**src/hdl/spmv_reg_pkg.sv**
```systemverilog
// register map of the configuration port
// per-kernel register offsets, control and status bit positions
package spmv_reg_pkg;

    localparam int NUM_KERNEL    = 4;
    localparam int KERNEL_IDX_W  = $clog2(NUM_KERNEL);

    localparam int REG_ADDR_W    = 8;
    localparam int REG_DATA_W    = 32;

    // each kernel owns an 8-word window starting at k*8
    localparam int KERNEL_STRIDE = 8;
    localparam int OFFSET_W      = $clog2(KERNEL_STRIDE);
    localparam int KERNEL_SPAN   = NUM_KERNEL * KERNEL_STRIDE;

    localparam logic [REG_ADDR_W-1:0] XI_REG_BASE = 'h80;  // 16 xi entries from here

    typedef enum logic [OFFSET_W-1:0] {
        REG_CTRL   = 3'd0,
        REG_BASE   = 3'd1,
        REG_NNZ    = 3'd2,
        REG_STATUS = 3'd3,
        REG_RESULT = 3'd4
    } reg_offset_t;

    localparam int CTRL_START_BIT = 0;  // write 1 to start
    localparam int CTRL_SRST_BIT  = 7;  // held as written

    localparam int STAT_BUSY_BIT  = 0;
    localparam int STAT_DONE_BIT  = 1;

endpackage
```
**src/hdl/spmv_data_pkg.sv**
```systemverilog
// data path widths, memory word layout and credit depth
// kernel FSM states
package spmv_data_pkg;

    localparam int MEM_ADDR_W = 16;
    localparam int MEM_DATA_W = 32;

    // value in 31:16 and column index in 3:0 of a memory word
    localparam int VAL_LSB    = 16;
    localparam int VAL_W      = 16;
    localparam int IDX_LSB    = 0;

    localparam int XI_DEPTH   = 16;
    localparam int XI_IDX_W   = $clog2(XI_DEPTH);
    localparam int XI_DATA_W  = 16;

    localparam int ACC_W      = 32;  // wraps
    localparam int NNZ_W      = 16;

    localparam int MAX_CREDITS = 4;
    localparam int CREDIT_W    = $clog2(MAX_CREDITS + 1);

    // enough routing entries for every read that can be in flight
    localparam int ROUTE_DEPTH = spmv_reg_pkg::NUM_KERNEL * MAX_CREDITS;
    localparam int ROUTE_PTR_W = $clog2(ROUTE_DEPTH);

    typedef enum logic [1:0] {
        K_IDLE,
        K_RUN,
        K_DRAIN,
        K_DONE
    } kernel_state_t;

endpackage

```
**src/hdl/spmv_calc_top.sv**
```systemverilog
// top level of the sparse matrix-vector engine
// register block, xi buffer, value read arbiter and the kernels
`timescale 1ns/100ps
module spmv_calc_top (
    input  logic                                  axis_clk,
    input  logic                                  rst_n,
    input  logic                                  reg_wr_en,
    input  logic                                  reg_rd_en,
    input  logic [spmv_reg_pkg::REG_ADDR_W-1:0]   reg_addr,
    input  logic [spmv_reg_pkg::REG_DATA_W-1:0]   reg_wdata,
    output logic [spmv_reg_pkg::REG_DATA_W-1:0]   reg_rdata,
    output logic                                  reg_rd_valid,
    output logic                                  mem_rd_req,
    output logic [spmv_data_pkg::MEM_ADDR_W-1:0]  mem_rd_addr,
    input  logic                                  mem_rd_gnt,
    input  logic                                  mem_rd_valid,
    input  logic [spmv_data_pkg::MEM_DATA_W-1:0]  mem_rd_data
);
    import spmv_reg_pkg::*;
    import spmv_data_pkg::*;

    logic [NUM_KERNEL-1:0] kern_start;
    logic [NUM_KERNEL-1:0] kern_clear;
    logic [NUM_KERNEL-1:0] kern_busy;
    logic [NUM_KERNEL-1:0] kern_done;
    logic [MEM_ADDR_W-1:0] kern_base [NUM_KERNEL];
    logic [NNZ_W-1:0]      kern_nnz [NUM_KERNEL];
    logic [ACC_W-1:0]      kern_result [NUM_KERNEL];

    logic                  xi_wr_en;
    logic [XI_IDX_W-1:0]   xi_wr_idx;
    logic [XI_DATA_W-1:0]  xi_wr_data;
    logic [XI_IDX_W-1:0]   xi_rd_idx [NUM_KERNEL];
    logic [XI_DATA_W-1:0]  xi_rd_data [NUM_KERNEL];

    logic [NUM_KERNEL-1:0] rd_req;
    logic [MEM_ADDR_W-1:0] rd_addr [NUM_KERNEL];
    logic [NUM_KERNEL-1:0] rd_gnt;
    logic [NUM_KERNEL-1:0] rd_rsp_valid;
    logic [MEM_DATA_W-1:0] rd_rsp_data;  // shared by all kernels

    spmv_system_config spmv_system_config (
        .axis_clk     (axis_clk),
        .rst_n        (rst_n),
        .reg_wr_en    (reg_wr_en),
        .reg_rd_en    (reg_rd_en),
        .reg_addr     (reg_addr),
        .reg_wdata    (reg_wdata),
        .reg_rdata    (reg_rdata),
        .reg_rd_valid (reg_rd_valid),
        .kern_start   (kern_start),
        .kern_clear   (kern_clear),
        .kern_base    (kern_base),
        .kern_nnz     (kern_nnz),
        .kern_busy    (kern_busy),
        .kern_done    (kern_done),
        .kern_result  (kern_result),
        .xi_wr_en     (xi_wr_en),
        .xi_wr_idx    (xi_wr_idx),
        .xi_wr_data   (xi_wr_data)
    );

    xi_vector_buffer xi_vector_buffer (
        .axis_clk   (axis_clk),
        .rst_n      (rst_n),
        .xi_wr_en   (xi_wr_en),
        .xi_wr_idx  (xi_wr_idx),
        .xi_wr_data (xi_wr_data),
        .xi_rd_idx  (xi_rd_idx),
        .xi_rd_data (xi_rd_data)
    );

    val_read_arbiter val_read_arbiter (
        .axis_clk     (axis_clk),
        .rst_n        (rst_n),
        .rd_req       (rd_req),
        .rd_addr      (rd_addr),
        .rd_gnt       (rd_gnt),
        .rd_rsp_valid (rd_rsp_valid),
        .rd_rsp_data  (rd_rsp_data),
        .mem_rd_req   (mem_rd_req),
        .mem_rd_addr  (mem_rd_addr),
        .mem_rd_gnt   (mem_rd_gnt),
        .mem_rd_valid (mem_rd_valid),
        .mem_rd_data  (mem_rd_data)
    );

    for (genvar i = 0; i < NUM_KERNEL; i++) begin : g_kernel
        spmv_calc_kernel spmv_calc_kernel (
            .axis_clk     (axis_clk),
            .rst_n        (rst_n),
            .kern_start   (kern_start[i]),
            .kern_clear   (kern_clear[i]),
            .kern_base    (kern_base[i]),
            .kern_nnz     (kern_nnz[i]),
            .kern_busy    (kern_busy[i]),
            .kern_done    (kern_done[i]),
            .kern_result  (kern_result[i]),
            .rd_req       (rd_req[i]),
            .rd_addr      (rd_addr[i]),
            .rd_gnt       (rd_gnt[i]),
            .rd_rsp_valid (rd_rsp_valid[i]),
            .rd_rsp_data  (rd_rsp_data),
            .xi_rd_idx    (xi_rd_idx[i]),
            .xi_rd_data   (xi_rd_data[i])
        );
    end

endmodule

```
**src/hdl/xi_vector_buffer.sv**
```systemverilog
// dense xi vector storage
// one write port, one registered read port per kernel
`timescale 1ns/100ps
module xi_vector_buffer (
    input  logic                                  axis_clk,
    input  logic                                  rst_n,
    input  logic                                  xi_wr_en,
    input  logic [spmv_data_pkg::XI_IDX_W-1:0]    xi_wr_idx,
    input  logic [spmv_data_pkg::XI_DATA_W-1:0]   xi_wr_data,
    input  logic [spmv_data_pkg::XI_IDX_W-1:0]    xi_rd_idx [spmv_reg_pkg::NUM_KERNEL],
    output logic [spmv_data_pkg::XI_DATA_W-1:0]   xi_rd_data [spmv_reg_pkg::NUM_KERNEL]
);
    import spmv_reg_pkg::*;
    import spmv_data_pkg::*;

    logic [XI_DATA_W-1:0] xi_mem [XI_DEPTH];

    // entries come up as zero
    always_ff @(posedge axis_clk or negedge rst_n) begin
        if (!rst_n) begin
            for (int i = 0; i < XI_DEPTH; i++)
                xi_mem[i] <= '0;
        end else if (xi_wr_en) begin
            xi_mem[xi_wr_idx] <= xi_wr_data;
        end
    end

    always_ff @(posedge axis_clk) begin
        for (int k = 0; k < NUM_KERNEL; k++)
            xi_rd_data[k] <= xi_mem[xi_rd_idx[k]];  // old value on same-cycle write
    end

endmodule

```
**src/hdl/val_read_arbiter.sv**
```systemverilog
// round-robin arbiter for the shared value memory read port
// in-order routing FIFO steers replies back to the requesting kernel
`timescale 1ns/100ps
module val_read_arbiter (
    input  logic                                  axis_clk,
    input  logic                                  rst_n,
    input  logic [spmv_reg_pkg::NUM_KERNEL-1:0]   rd_req,
    input  logic [spmv_data_pkg::MEM_ADDR_W-1:0]  rd_addr [spmv_reg_pkg::NUM_KERNEL],
    output logic [spmv_reg_pkg::NUM_KERNEL-1:0]   rd_gnt,
    output logic [spmv_reg_pkg::NUM_KERNEL-1:0]   rd_rsp_valid,
    output logic [spmv_data_pkg::MEM_DATA_W-1:0]  rd_rsp_data,
    output logic                                  mem_rd_req,
    output logic [spmv_data_pkg::MEM_ADDR_W-1:0]  mem_rd_addr,
    input  logic                                  mem_rd_gnt,
    input  logic                                  mem_rd_valid,
    input  logic [spmv_data_pkg::MEM_DATA_W-1:0]  mem_rd_data
);
    import spmv_reg_pkg::*;
    import spmv_data_pkg::*;

    logic [KERNEL_IDX_W-1:0] rr_ptr;
    logic [KERNEL_IDX_W-1:0] pick;
    logic                    pick_ok;
    logic [KERNEL_IDX_W-1:0] sel;
    logic                    accept;
    logic                    hold_q;
    logic [KERNEL_IDX_W-1:0] hold_idx;
    logic [MEM_ADDR_W-1:0]   hold_addr;
    logic [KERNEL_IDX_W-1:0] route_mem [ROUTE_DEPTH];
    logic [ROUTE_PTR_W-1:0]  wr_ptr;
    logic [ROUTE_PTR_W-1:0]  rd_ptr;
    logic [KERNEL_IDX_W-1:0] rsp_kern;

    always_comb begin
        logic [KERNEL_IDX_W-1:0] cand;
        pick    = rr_ptr;
        pick_ok = 1'b0;
        for (int i = 0; i < NUM_KERNEL; i++) begin
            cand = KERNEL_IDX_W'((rr_ptr + i) % NUM_KERNEL);
            if (!pick_ok && rd_req[cand]) begin
                pick    = cand;
                pick_ok = 1'b1;
            end
        end
    end

    // a request waiting for its grant is frozen until accepted
    assign sel         = hold_q ? hold_idx : pick;
    assign mem_rd_req  = hold_q || pick_ok;
    assign mem_rd_addr = hold_q ? hold_addr : rd_addr[pick];
    assign accept      = mem_rd_req && mem_rd_gnt;

    always_comb begin
        for (int k = 0; k < NUM_KERNEL; k++)
            rd_gnt[k] = accept && (sel == k);
    end

    always_ff @(posedge axis_clk) begin
        hold_idx  <= sel;
        hold_addr <= mem_rd_addr;
        if (accept)
            route_mem[wr_ptr] <= sel;
    end

    always_ff @(posedge axis_clk or negedge rst_n) begin
        if (!rst_n) begin
            hold_q <= 1'b0;
            rr_ptr <= '0;
            wr_ptr <= '0;
            rd_ptr <= '0;
        end else begin
            hold_q <= mem_rd_req && !mem_rd_gnt;
            if (accept) begin
                rr_ptr <= KERNEL_IDX_W'((sel + 1) % NUM_KERNEL);
                wr_ptr <= wr_ptr + 1'b1;  // depth is a power of two
            end
            if (mem_rd_valid)
                rd_ptr <= rd_ptr + 1'b1;
        end
    end

    assign rsp_kern    = route_mem[rd_ptr];
    assign rd_rsp_data = mem_rd_data;

    always_comb begin
        for (int k = 0; k < NUM_KERNEL; k++)
            rd_rsp_valid[k] = mem_rd_valid && (rsp_kern == k);
    end

endmodule

```
**src/hdl/spmv_calc_kernel.sv**
```systemverilog
// one sparse row times dense vector kernel
// fetch FSM with credit counter, multiply-accumulate
`timescale 1ns/100ps
module spmv_calc_kernel (
    input  logic                                  axis_clk,
    input  logic                                  rst_n,
    input  logic                                  kern_start,
    input  logic                                  kern_clear,
    input  logic [spmv_data_pkg::MEM_ADDR_W-1:0]  kern_base,
    input  logic [spmv_data_pkg::NNZ_W-1:0]       kern_nnz,
    output logic                                  kern_busy,
    output logic                                  kern_done,
    output logic [spmv_data_pkg::ACC_W-1:0]       kern_result,
    output logic                                  rd_req,
    output logic [spmv_data_pkg::MEM_ADDR_W-1:0]  rd_addr,
    input  logic                                  rd_gnt,
    input  logic                                  rd_rsp_valid,
    input  logic [spmv_data_pkg::MEM_DATA_W-1:0]  rd_rsp_data,
    output logic [spmv_data_pkg::XI_IDX_W-1:0]    xi_rd_idx,
    input  logic [spmv_data_pkg::XI_DATA_W-1:0]   xi_rd_data
);
    import spmv_data_pkg::*;

    kernel_state_t            state;
    logic [CREDIT_W-1:0]      credits;
    logic [MEM_ADDR_W-1:0]    addr_q;
    logic [NNZ_W-1:0]         issue_left;
    logic [NNZ_W-1:0]         rsp_left;
    logic                     mac_pend;
    logic signed [VAL_W-1:0]  val_q;
    logic signed [ACC_W-1:0]  acc;
    logic signed [ACC_W-1:0]  product;
    logic                     start_ok;
    logic                     issue;
    logic                     rsp_take;

    assign kern_busy   = (state == K_RUN) || (state == K_DRAIN);
    assign kern_done   = (state == K_DONE);
    assign kern_result = acc;

    assign rd_req   = (state == K_RUN) && (credits != '0);
    assign rd_addr  = addr_q;
    assign issue    = rd_req && rd_gnt;
    assign start_ok = kern_start && !kern_busy;
    assign rsp_take = rd_rsp_valid && kern_busy;  // late replies after a clear are dropped

    // xi lookup in the reply cycle and data back one cycle later
    assign xi_rd_idx = rd_rsp_data[IDX_LSB +: XI_IDX_W];
    assign product   = val_q * $signed(xi_rd_data);

    always_ff @(posedge axis_clk) begin
        if (rsp_take)
            val_q <= rd_rsp_data[VAL_LSB +: VAL_W];
    end

    always_ff @(posedge axis_clk or negedge rst_n) begin
        if (!rst_n) begin
            state      <= K_IDLE;
            credits    <= '0;
            addr_q     <= '0;
            issue_left <= '0;
            rsp_left   <= '0;
            mac_pend   <= 1'b0;
            acc        <= '0;
        end else if (kern_clear) begin
            state      <= K_IDLE;
            credits    <= '0;
            addr_q     <= '0;
            issue_left <= '0;
            rsp_left   <= '0;
            mac_pend   <= 1'b0;
            acc        <= '0;
        end else begin
            mac_pend <= rsp_take;
            if (start_ok) begin
                acc        <= '0;
                addr_q     <= kern_base;
                issue_left <= kern_nnz;
                rsp_left   <= kern_nnz;
                credits    <= CREDIT_W'(MAX_CREDITS);
                state      <= (kern_nnz == '0) ? K_DONE : K_RUN;
            end else begin
                credits <= credits - CREDIT_W'(issue) + CREDIT_W'(rsp_take);
                if (issue) begin
                    addr_q     <= addr_q + 1'b1;
                    issue_left <= issue_left - 1'b1;
                    if (issue_left == NNZ_W'(1))
                        state <= K_DRAIN;  // last request out
                end
                if (mac_pend) begin
                    acc      <= acc + product;
                    rsp_left <= rsp_left - 1'b1;
                    if (rsp_left == NNZ_W'(1))
                        state <= K_DONE;
                end
            end
        end
    end

endmodule

```
**src/hdl/spmv_system_config.sv**
```systemverilog
// register decode, per-kernel config and status readback
// start and soft reset generation, xi vector writes
`timescale 1ns/100ps
module spmv_system_config (
    input  logic                                  axis_clk,
    input  logic                                  rst_n,
    input  logic                                  reg_wr_en,
    input  logic                                  reg_rd_en,
    input  logic [spmv_reg_pkg::REG_ADDR_W-1:0]   reg_addr,
    input  logic [spmv_reg_pkg::REG_DATA_W-1:0]   reg_wdata,
    output logic [spmv_reg_pkg::REG_DATA_W-1:0]   reg_rdata,
    output logic                                  reg_rd_valid,
    output logic [spmv_reg_pkg::NUM_KERNEL-1:0]   kern_start,
    output logic [spmv_reg_pkg::NUM_KERNEL-1:0]   kern_clear,
    output logic [spmv_data_pkg::MEM_ADDR_W-1:0]  kern_base [spmv_reg_pkg::NUM_KERNEL],
    output logic [spmv_data_pkg::NNZ_W-1:0]       kern_nnz [spmv_reg_pkg::NUM_KERNEL],
    input  logic [spmv_reg_pkg::NUM_KERNEL-1:0]   kern_busy,
    input  logic [spmv_reg_pkg::NUM_KERNEL-1:0]   kern_done,
    input  logic [spmv_data_pkg::ACC_W-1:0]       kern_result [spmv_reg_pkg::NUM_KERNEL],
    output logic                                  xi_wr_en,
    output logic [spmv_data_pkg::XI_IDX_W-1:0]    xi_wr_idx,
    output logic [spmv_data_pkg::XI_DATA_W-1:0]   xi_wr_data
);
    import spmv_reg_pkg::*;
    import spmv_data_pkg::*;

    logic [KERNEL_IDX_W-1:0] sel_kern;
    reg_offset_t             sel_ofs;
    logic                    kern_hit;
    logic                    xi_hit;
    logic                    kern_wr;
    logic                    ctrl_wr;
    logic [REG_DATA_W-1:0]   rd_word;

    assign sel_kern = reg_addr[OFFSET_W +: KERNEL_IDX_W];
    assign sel_ofs  = reg_offset_t'(reg_addr[OFFSET_W-1:0]);
    assign kern_hit = reg_addr < KERNEL_SPAN;
    assign xi_hit   = (reg_addr >= XI_REG_BASE) && (reg_addr < XI_REG_BASE + XI_DEPTH);
    assign kern_wr  = reg_wr_en && kern_hit;
    assign ctrl_wr  = kern_wr && (sel_ofs == REG_CTRL);

    // xi entries go straight to the buffer
    assign xi_wr_en   = reg_wr_en && xi_hit;
    assign xi_wr_idx  = XI_IDX_W'(reg_addr - XI_REG_BASE);
    assign xi_wr_data = reg_wdata[XI_DATA_W-1:0];

    always_ff @(posedge axis_clk or negedge rst_n) begin
        if (!rst_n) begin
            kern_start <= '0;
            kern_clear <= '0;
        end else begin
            for (int k = 0; k < NUM_KERNEL; k++) begin
                kern_start[k] <= ctrl_wr && (sel_kern == k) && reg_wdata[CTRL_START_BIT];
                if (ctrl_wr && (sel_kern == k))
                    kern_clear[k] <= reg_wdata[CTRL_SRST_BIT];
            end
        end
    end

    always_ff @(posedge axis_clk) begin
        for (int k = 0; k < NUM_KERNEL; k++) begin
            if (kern_wr && (sel_kern == k)) begin
                if (sel_ofs == REG_BASE)
                    kern_base[k] <= reg_wdata[MEM_ADDR_W-1:0];
                if (sel_ofs == REG_NNZ)
                    kern_nnz[k] <= reg_wdata[NNZ_W-1:0];
            end
        end
    end

    always_comb begin
        rd_word = '0;  // unmapped and write-only words
        if (kern_hit) begin
            case (sel_ofs)
                REG_STATUS: begin
                    rd_word[STAT_BUSY_BIT] = kern_busy[sel_kern];
                    rd_word[STAT_DONE_BIT] = kern_done[sel_kern];
                end
                REG_RESULT: rd_word = kern_result[sel_kern];
                default:    rd_word = '0;
            endcase
        end
    end

    always_ff @(posedge axis_clk or negedge rst_n) begin
        if (!rst_n) begin
            reg_rd_valid <= 1'b0;
            reg_rdata    <= '0;
        end else begin
            reg_rd_valid <= reg_rd_en;
            if (reg_rd_en)
                reg_rdata <= rd_word;
        end
    end

endmodule

```
**config.mk**
```make
export PLATFORM = sky130hd
export DESIGN_NAME = spmv_calc_top
export DESIGN_NICKNAME = d
export VERILOG_FILES = /design/src/hdl/spmv_reg_pkg.sv /design/src/hdl/spmv_data_pkg.sv /design/src/hdl/spmv_calc_top.sv /design/src/hdl/xi_vector_buffer.sv /design/src/hdl/val_read_arbiter.sv /design/src/hdl/spmv_calc_kernel.sv /design/src/hdl/spmv_system_config.sv
export SDC_FILE = /design/constraint.sdc
export NUM_CORES = 2
export LEC_CHECK = 0
export ABC_AREA = 1
export BUFFER_PORTS_ARGS = -buffer_cell sky130_fd_sc_hd__buf_2
export CORE_MARGIN = 4
export CORE_UTILIZATION = 35
export CTS_CLUSTER_SIZE = 28
export DETAILED_ROUTE_END_ITERATION = 8
export GPL_TIMING_DRIVEN = 1
export PLACE_DENSITY_LB_ADDON = 0.05
export SYNTH_ARGS = -nofsm -noshare
export SYNTH_HDL_FRONTEND = slang
export SYNTH_SLANG_ARGS = --single-unit
```
**constraint.sdc**
```tcl
create_clock -name axis_clk -period 6 [get_ports axis_clk]
set_clock_uncertainty 0.15 [all_clocks]
set_input_delay 1.2 -clock axis_clk [delete_from_list [all_inputs] [get_ports axis_clk]]
set_output_delay 1.2 -clock axis_clk [all_outputs]
set_load 0.01 [all_outputs]
```
==> impl_results.md <==
- Outcome: finished, violations left
- Failing checks: negative setup slack
- Boundary Pins: 128
- Non-filler instance count after layout: 14.4k
- CTS tree: built
- Crit path DAT: 6.48 ns
- Clock sinks: 910
- DRC viols: 0
- Worst hold-check path type: input port to async pin
- Number of H-tree levels: 3
- Hold_buf cts: 0
- Final worst-path cycle share: 100%
- Fmax achieved: 166 MHz
- Worst setup path class: flip-flop to flip-flop
- Critical R2R Launch: xi_vector_buffer.xi_rd_data[52]
- Fraction of registers with async set/reset: 71.6%
- Clk Latency, worst-skew pair: 0.80 ns
- Synth area leader: fa_1
- CTS Buf Count: 114
- Setup TNS: -0.0371 ns
- Main combinational cell family by area after synthesis: adder cells
- First-iteration detailed-routing DRC count: 4671
- Main synth FF type: dfrtp_1
- RSZ-0062 raised after global routing: yes
- Synth Area in Simple Gates: 15.4%
- Syn_area_per_cell: 8.38 um^2
- Fin crit period: 6.02 ns
- Largest cells by area after synthesis: fa_1 (27%), dfrtp_1 (19%), inv_1 (10%), nand2_1 (9.8%), edfxtp_1 (7.7%)
- Drt first pass iters: 5
- Core ar.: 0.247 mm^2
- FILL cells: 24.9k
- Post-Syn Area: 0.0872 mm^2
- Register bit total from synthesis: 910
- Die X: 507 um
- Multi-input logic area: 0.0554 mm^2
- GR Overflow Total: 0
- DR vias: 70.2k
- Yosys top cell area share: 26.9%
- Adder-Cell Fraction of Synth Area: 33.2%
- Maxcap violations: 0
- CTS root buf: clkbuf_16
- Mapped Cells: 10.4k
- Slowest CP cell: fa_1
- FF+latch area: 0.0238 mm^2
- Rows: 182
- DR WL met3: 11400 um
- Routed len/inst: 21.0 um
- Routed WL: 303000 um
- Buf/Inv on CP: 10
- Actual slew at the worst max-slew pin: 1.15 ns
- Largest net degree at the start of global routing: 127
- Compound-Gate Fraction of Synth Area: 9.60%
- Leading cell types in the layout, fill and taps excluded: inv_1 (2308), nand2_1 (2167), fa_1 (1117)
- CP max FO: 17
- Fraction of layout cells with a size suffix above 1: 16.1%
- Final hold vios: 0
- Max_slew headroom: 23.2%
- Seq/Total Area, Yosys: 27.2%
- Mux cell area share after synthesis: 0.758%
- Commonest non-fill, non-tap cell in the layout: inv_1
- Fin worst setup slack: -0.0228 ns
- Xor/xnor cell area share of the yosys netlist: 1.28%
- PortBufs: 99
- Final net count: 12.7k
- Distinct cells, synth: 63
- Max layer used: met5
- Die area: 0.257 mm^2
- Top delay family on crit path: adder cells
- Syn_nets: 12.1k
- Total GRT Usage: 23.4%
- Slew Viols, Final: 0
- CP required: 6.46 ns
- Clock tree buffer depth: 3
- Number of flops mapped to enable cells by yosys: 224
- Most frequent CP cell: fa_1
- CP Launch Point: xi_vector_buffer.xi_rd_data[52]
- Starting Density: 35.3%
- Crit path capture type: flip-flop
- Hpwl dp: 231000 um
- Setup violators final: 4
- Syn. warnings: 0
- Startpoint Class: flip-flop
- DIE HEIGHT: 507 um
- Inst Count DP: 14.1k
- DRT antenna net count: 0
- P&R area growth vs syn: 20.2%
- Met1 Wirelength: 136000 um
- DR WL met2: 144000 um
- Final GP Congestion: 0.874
- Vias per cell: 4.88
- Vias in the first global route: 72.9k
- First-pass GRT wire length: 459000 um
- CP max stage delay: 0.54 ns
- Initial antenna violation count: 15
- Clock slew at reported path FFs: 0.06 ns
## metrics by stage
stage	utilization (%)	setup WS (ns)	hold WS, ns	area, um^2
6_report	42.5	-0.0228	0.295	105000
5_1_grt	42.4	-0.236	0.275	105000
4_1_cts	41.3	-0.0511	0.242	102000
3_5_place_dp	39.0	-0.460	0.284	96200
3_3_place_gp	39.0	-0.446	0.278	96200
2_1_floorplan	-	0.0738	0.298	87200
## layer usage
| metal | vias up | GRT usage [%] |
|---|---|---|
| met5 | - | 0 |
| met4 | 2 | 7.21 |
| met3 | 356 | 2.39 |
| met2 | 1382 | 39.1 |
| met1 | 35507 | 32.2 |
| li1 | 32976 | - |
## sequential cells by signal (all words and copies together) (netlist names), 8 cells and up
signal                                 flops
g_kernel.spmv_calc_kernel.state            8
spmv_system_config.kern_base              64
g_kernel.spmv_calc_kernel.rsp_left        64
val_read_arbiter.route_mem                32
g_kernel.spmv_calc_kernel.issue_left      64
spmv_system_config.kern_nnz               64
val_read_arbiter.hold_addr                16
g_kernel.spmv_calc_kernel.credits         12
xi_vector_buffer.xi_rd_data               16
g_kernel.spmv_calc_kernel.rd_addr         64
xi_vector_buffer.xi_mem                  256
spmv_system_config.reg_rdata              32
g_kernel.spmv_calc_kernel.val_q           64
g_kernel.spmv_calc_kernel.kern_result    128
## repair_timing
action                                  CTS  global route
pin swaps                                84           290
buffers inserted                         49            71
endpoints found under the setup margin   74            81
cloned                                    6            10
gates resized for setup                 279           610
## cell families after synthesis
group,count (synthesis)
xor gates and xnor gates,125
and+or+nand+nor,3310
AOI/OAI and AO/OA,1486
DFF,910
muxes,66
adders and majority gates,1609
buffers and inverters,2892
## path summary, 6_finish.rpt
path	to	slack (ns)	depth (start not counted)
max	g_kernel[1].spmv_calc_kernel.kern_result[28]	-0.02	26
min	xi_vector_buffer.xi_mem[124]	0.29	1
max reg2reg	g_kernel[1].spmv_calc_kernel.kern_result[28]	-0.02	26
min reg2reg	val_read_arbiter.hold_addr[12]	0.29	2
max in group asynchronous	g_kernel[1].spmv_calc_kernel.kern_result[12]	4.01	2
min in group axis_clk	val_read_arbiter.hold_addr[12]	0.30	2
## Yosys cell counts (32+ instances only)
cell type and instances:
inv_1 2397, nand2_1 2268, fa_1 1172, o21ai_0 806, dfrtp_1 652, nor2_1 465
ha_1 437, clkbuf_1 381, nand3_1 360, a21oi_1 296, edfxtp_1 224, o211ai_1 109
xor2_1 81, o22ai_1 69, nand4_1 68, mux2i_1 66, buf_1 58, nor3_1 55
xnor2_1 43, dfxtp_1 34, a221oi_1 32
## worst register-to-register path, cell delays in order, from the launching register on
cell and delay, ns:
dfxtp_4 0.40, buf_12 0.19, buf_4 0.16, nand2_1 0.05, inv_1 0.05, fa_1 0.53
inv_1 0.06, fa_1 0.51, fa_1 0.53, inv_1 0.05, fa_1 0.49, fa_1 0.50
inv_1 0.05, fa_1 0.54, inv_2 0.06, ha_4 0.29, nand2_2 0.06, nor2_2 0.14
buf_4 0.14, a21oi_2 0.08, buf_4 0.15, buf_4 0.11, or2_2 0.28, nand3_1 0.09
nand2_1 0.05, nand3_1 0.06, nand2_1 0.06
## final cells by class
type / count / area share (%)
multi-input combinational: 6596 / 52.8
sequential: 910 / 22.7
inverter: 2412 / 8.65
timing repair buffer: 941 / 8.01
tap: 3312 / 3.95
clock buffer: 164 / 3.09
clock inverter: 50 / 0.740
antenna: 13 / 0.0310
Power is left out: the tool's default activity adds up to more than one toggle a clock period on the data nets, which glitch-free logic cannot reach.
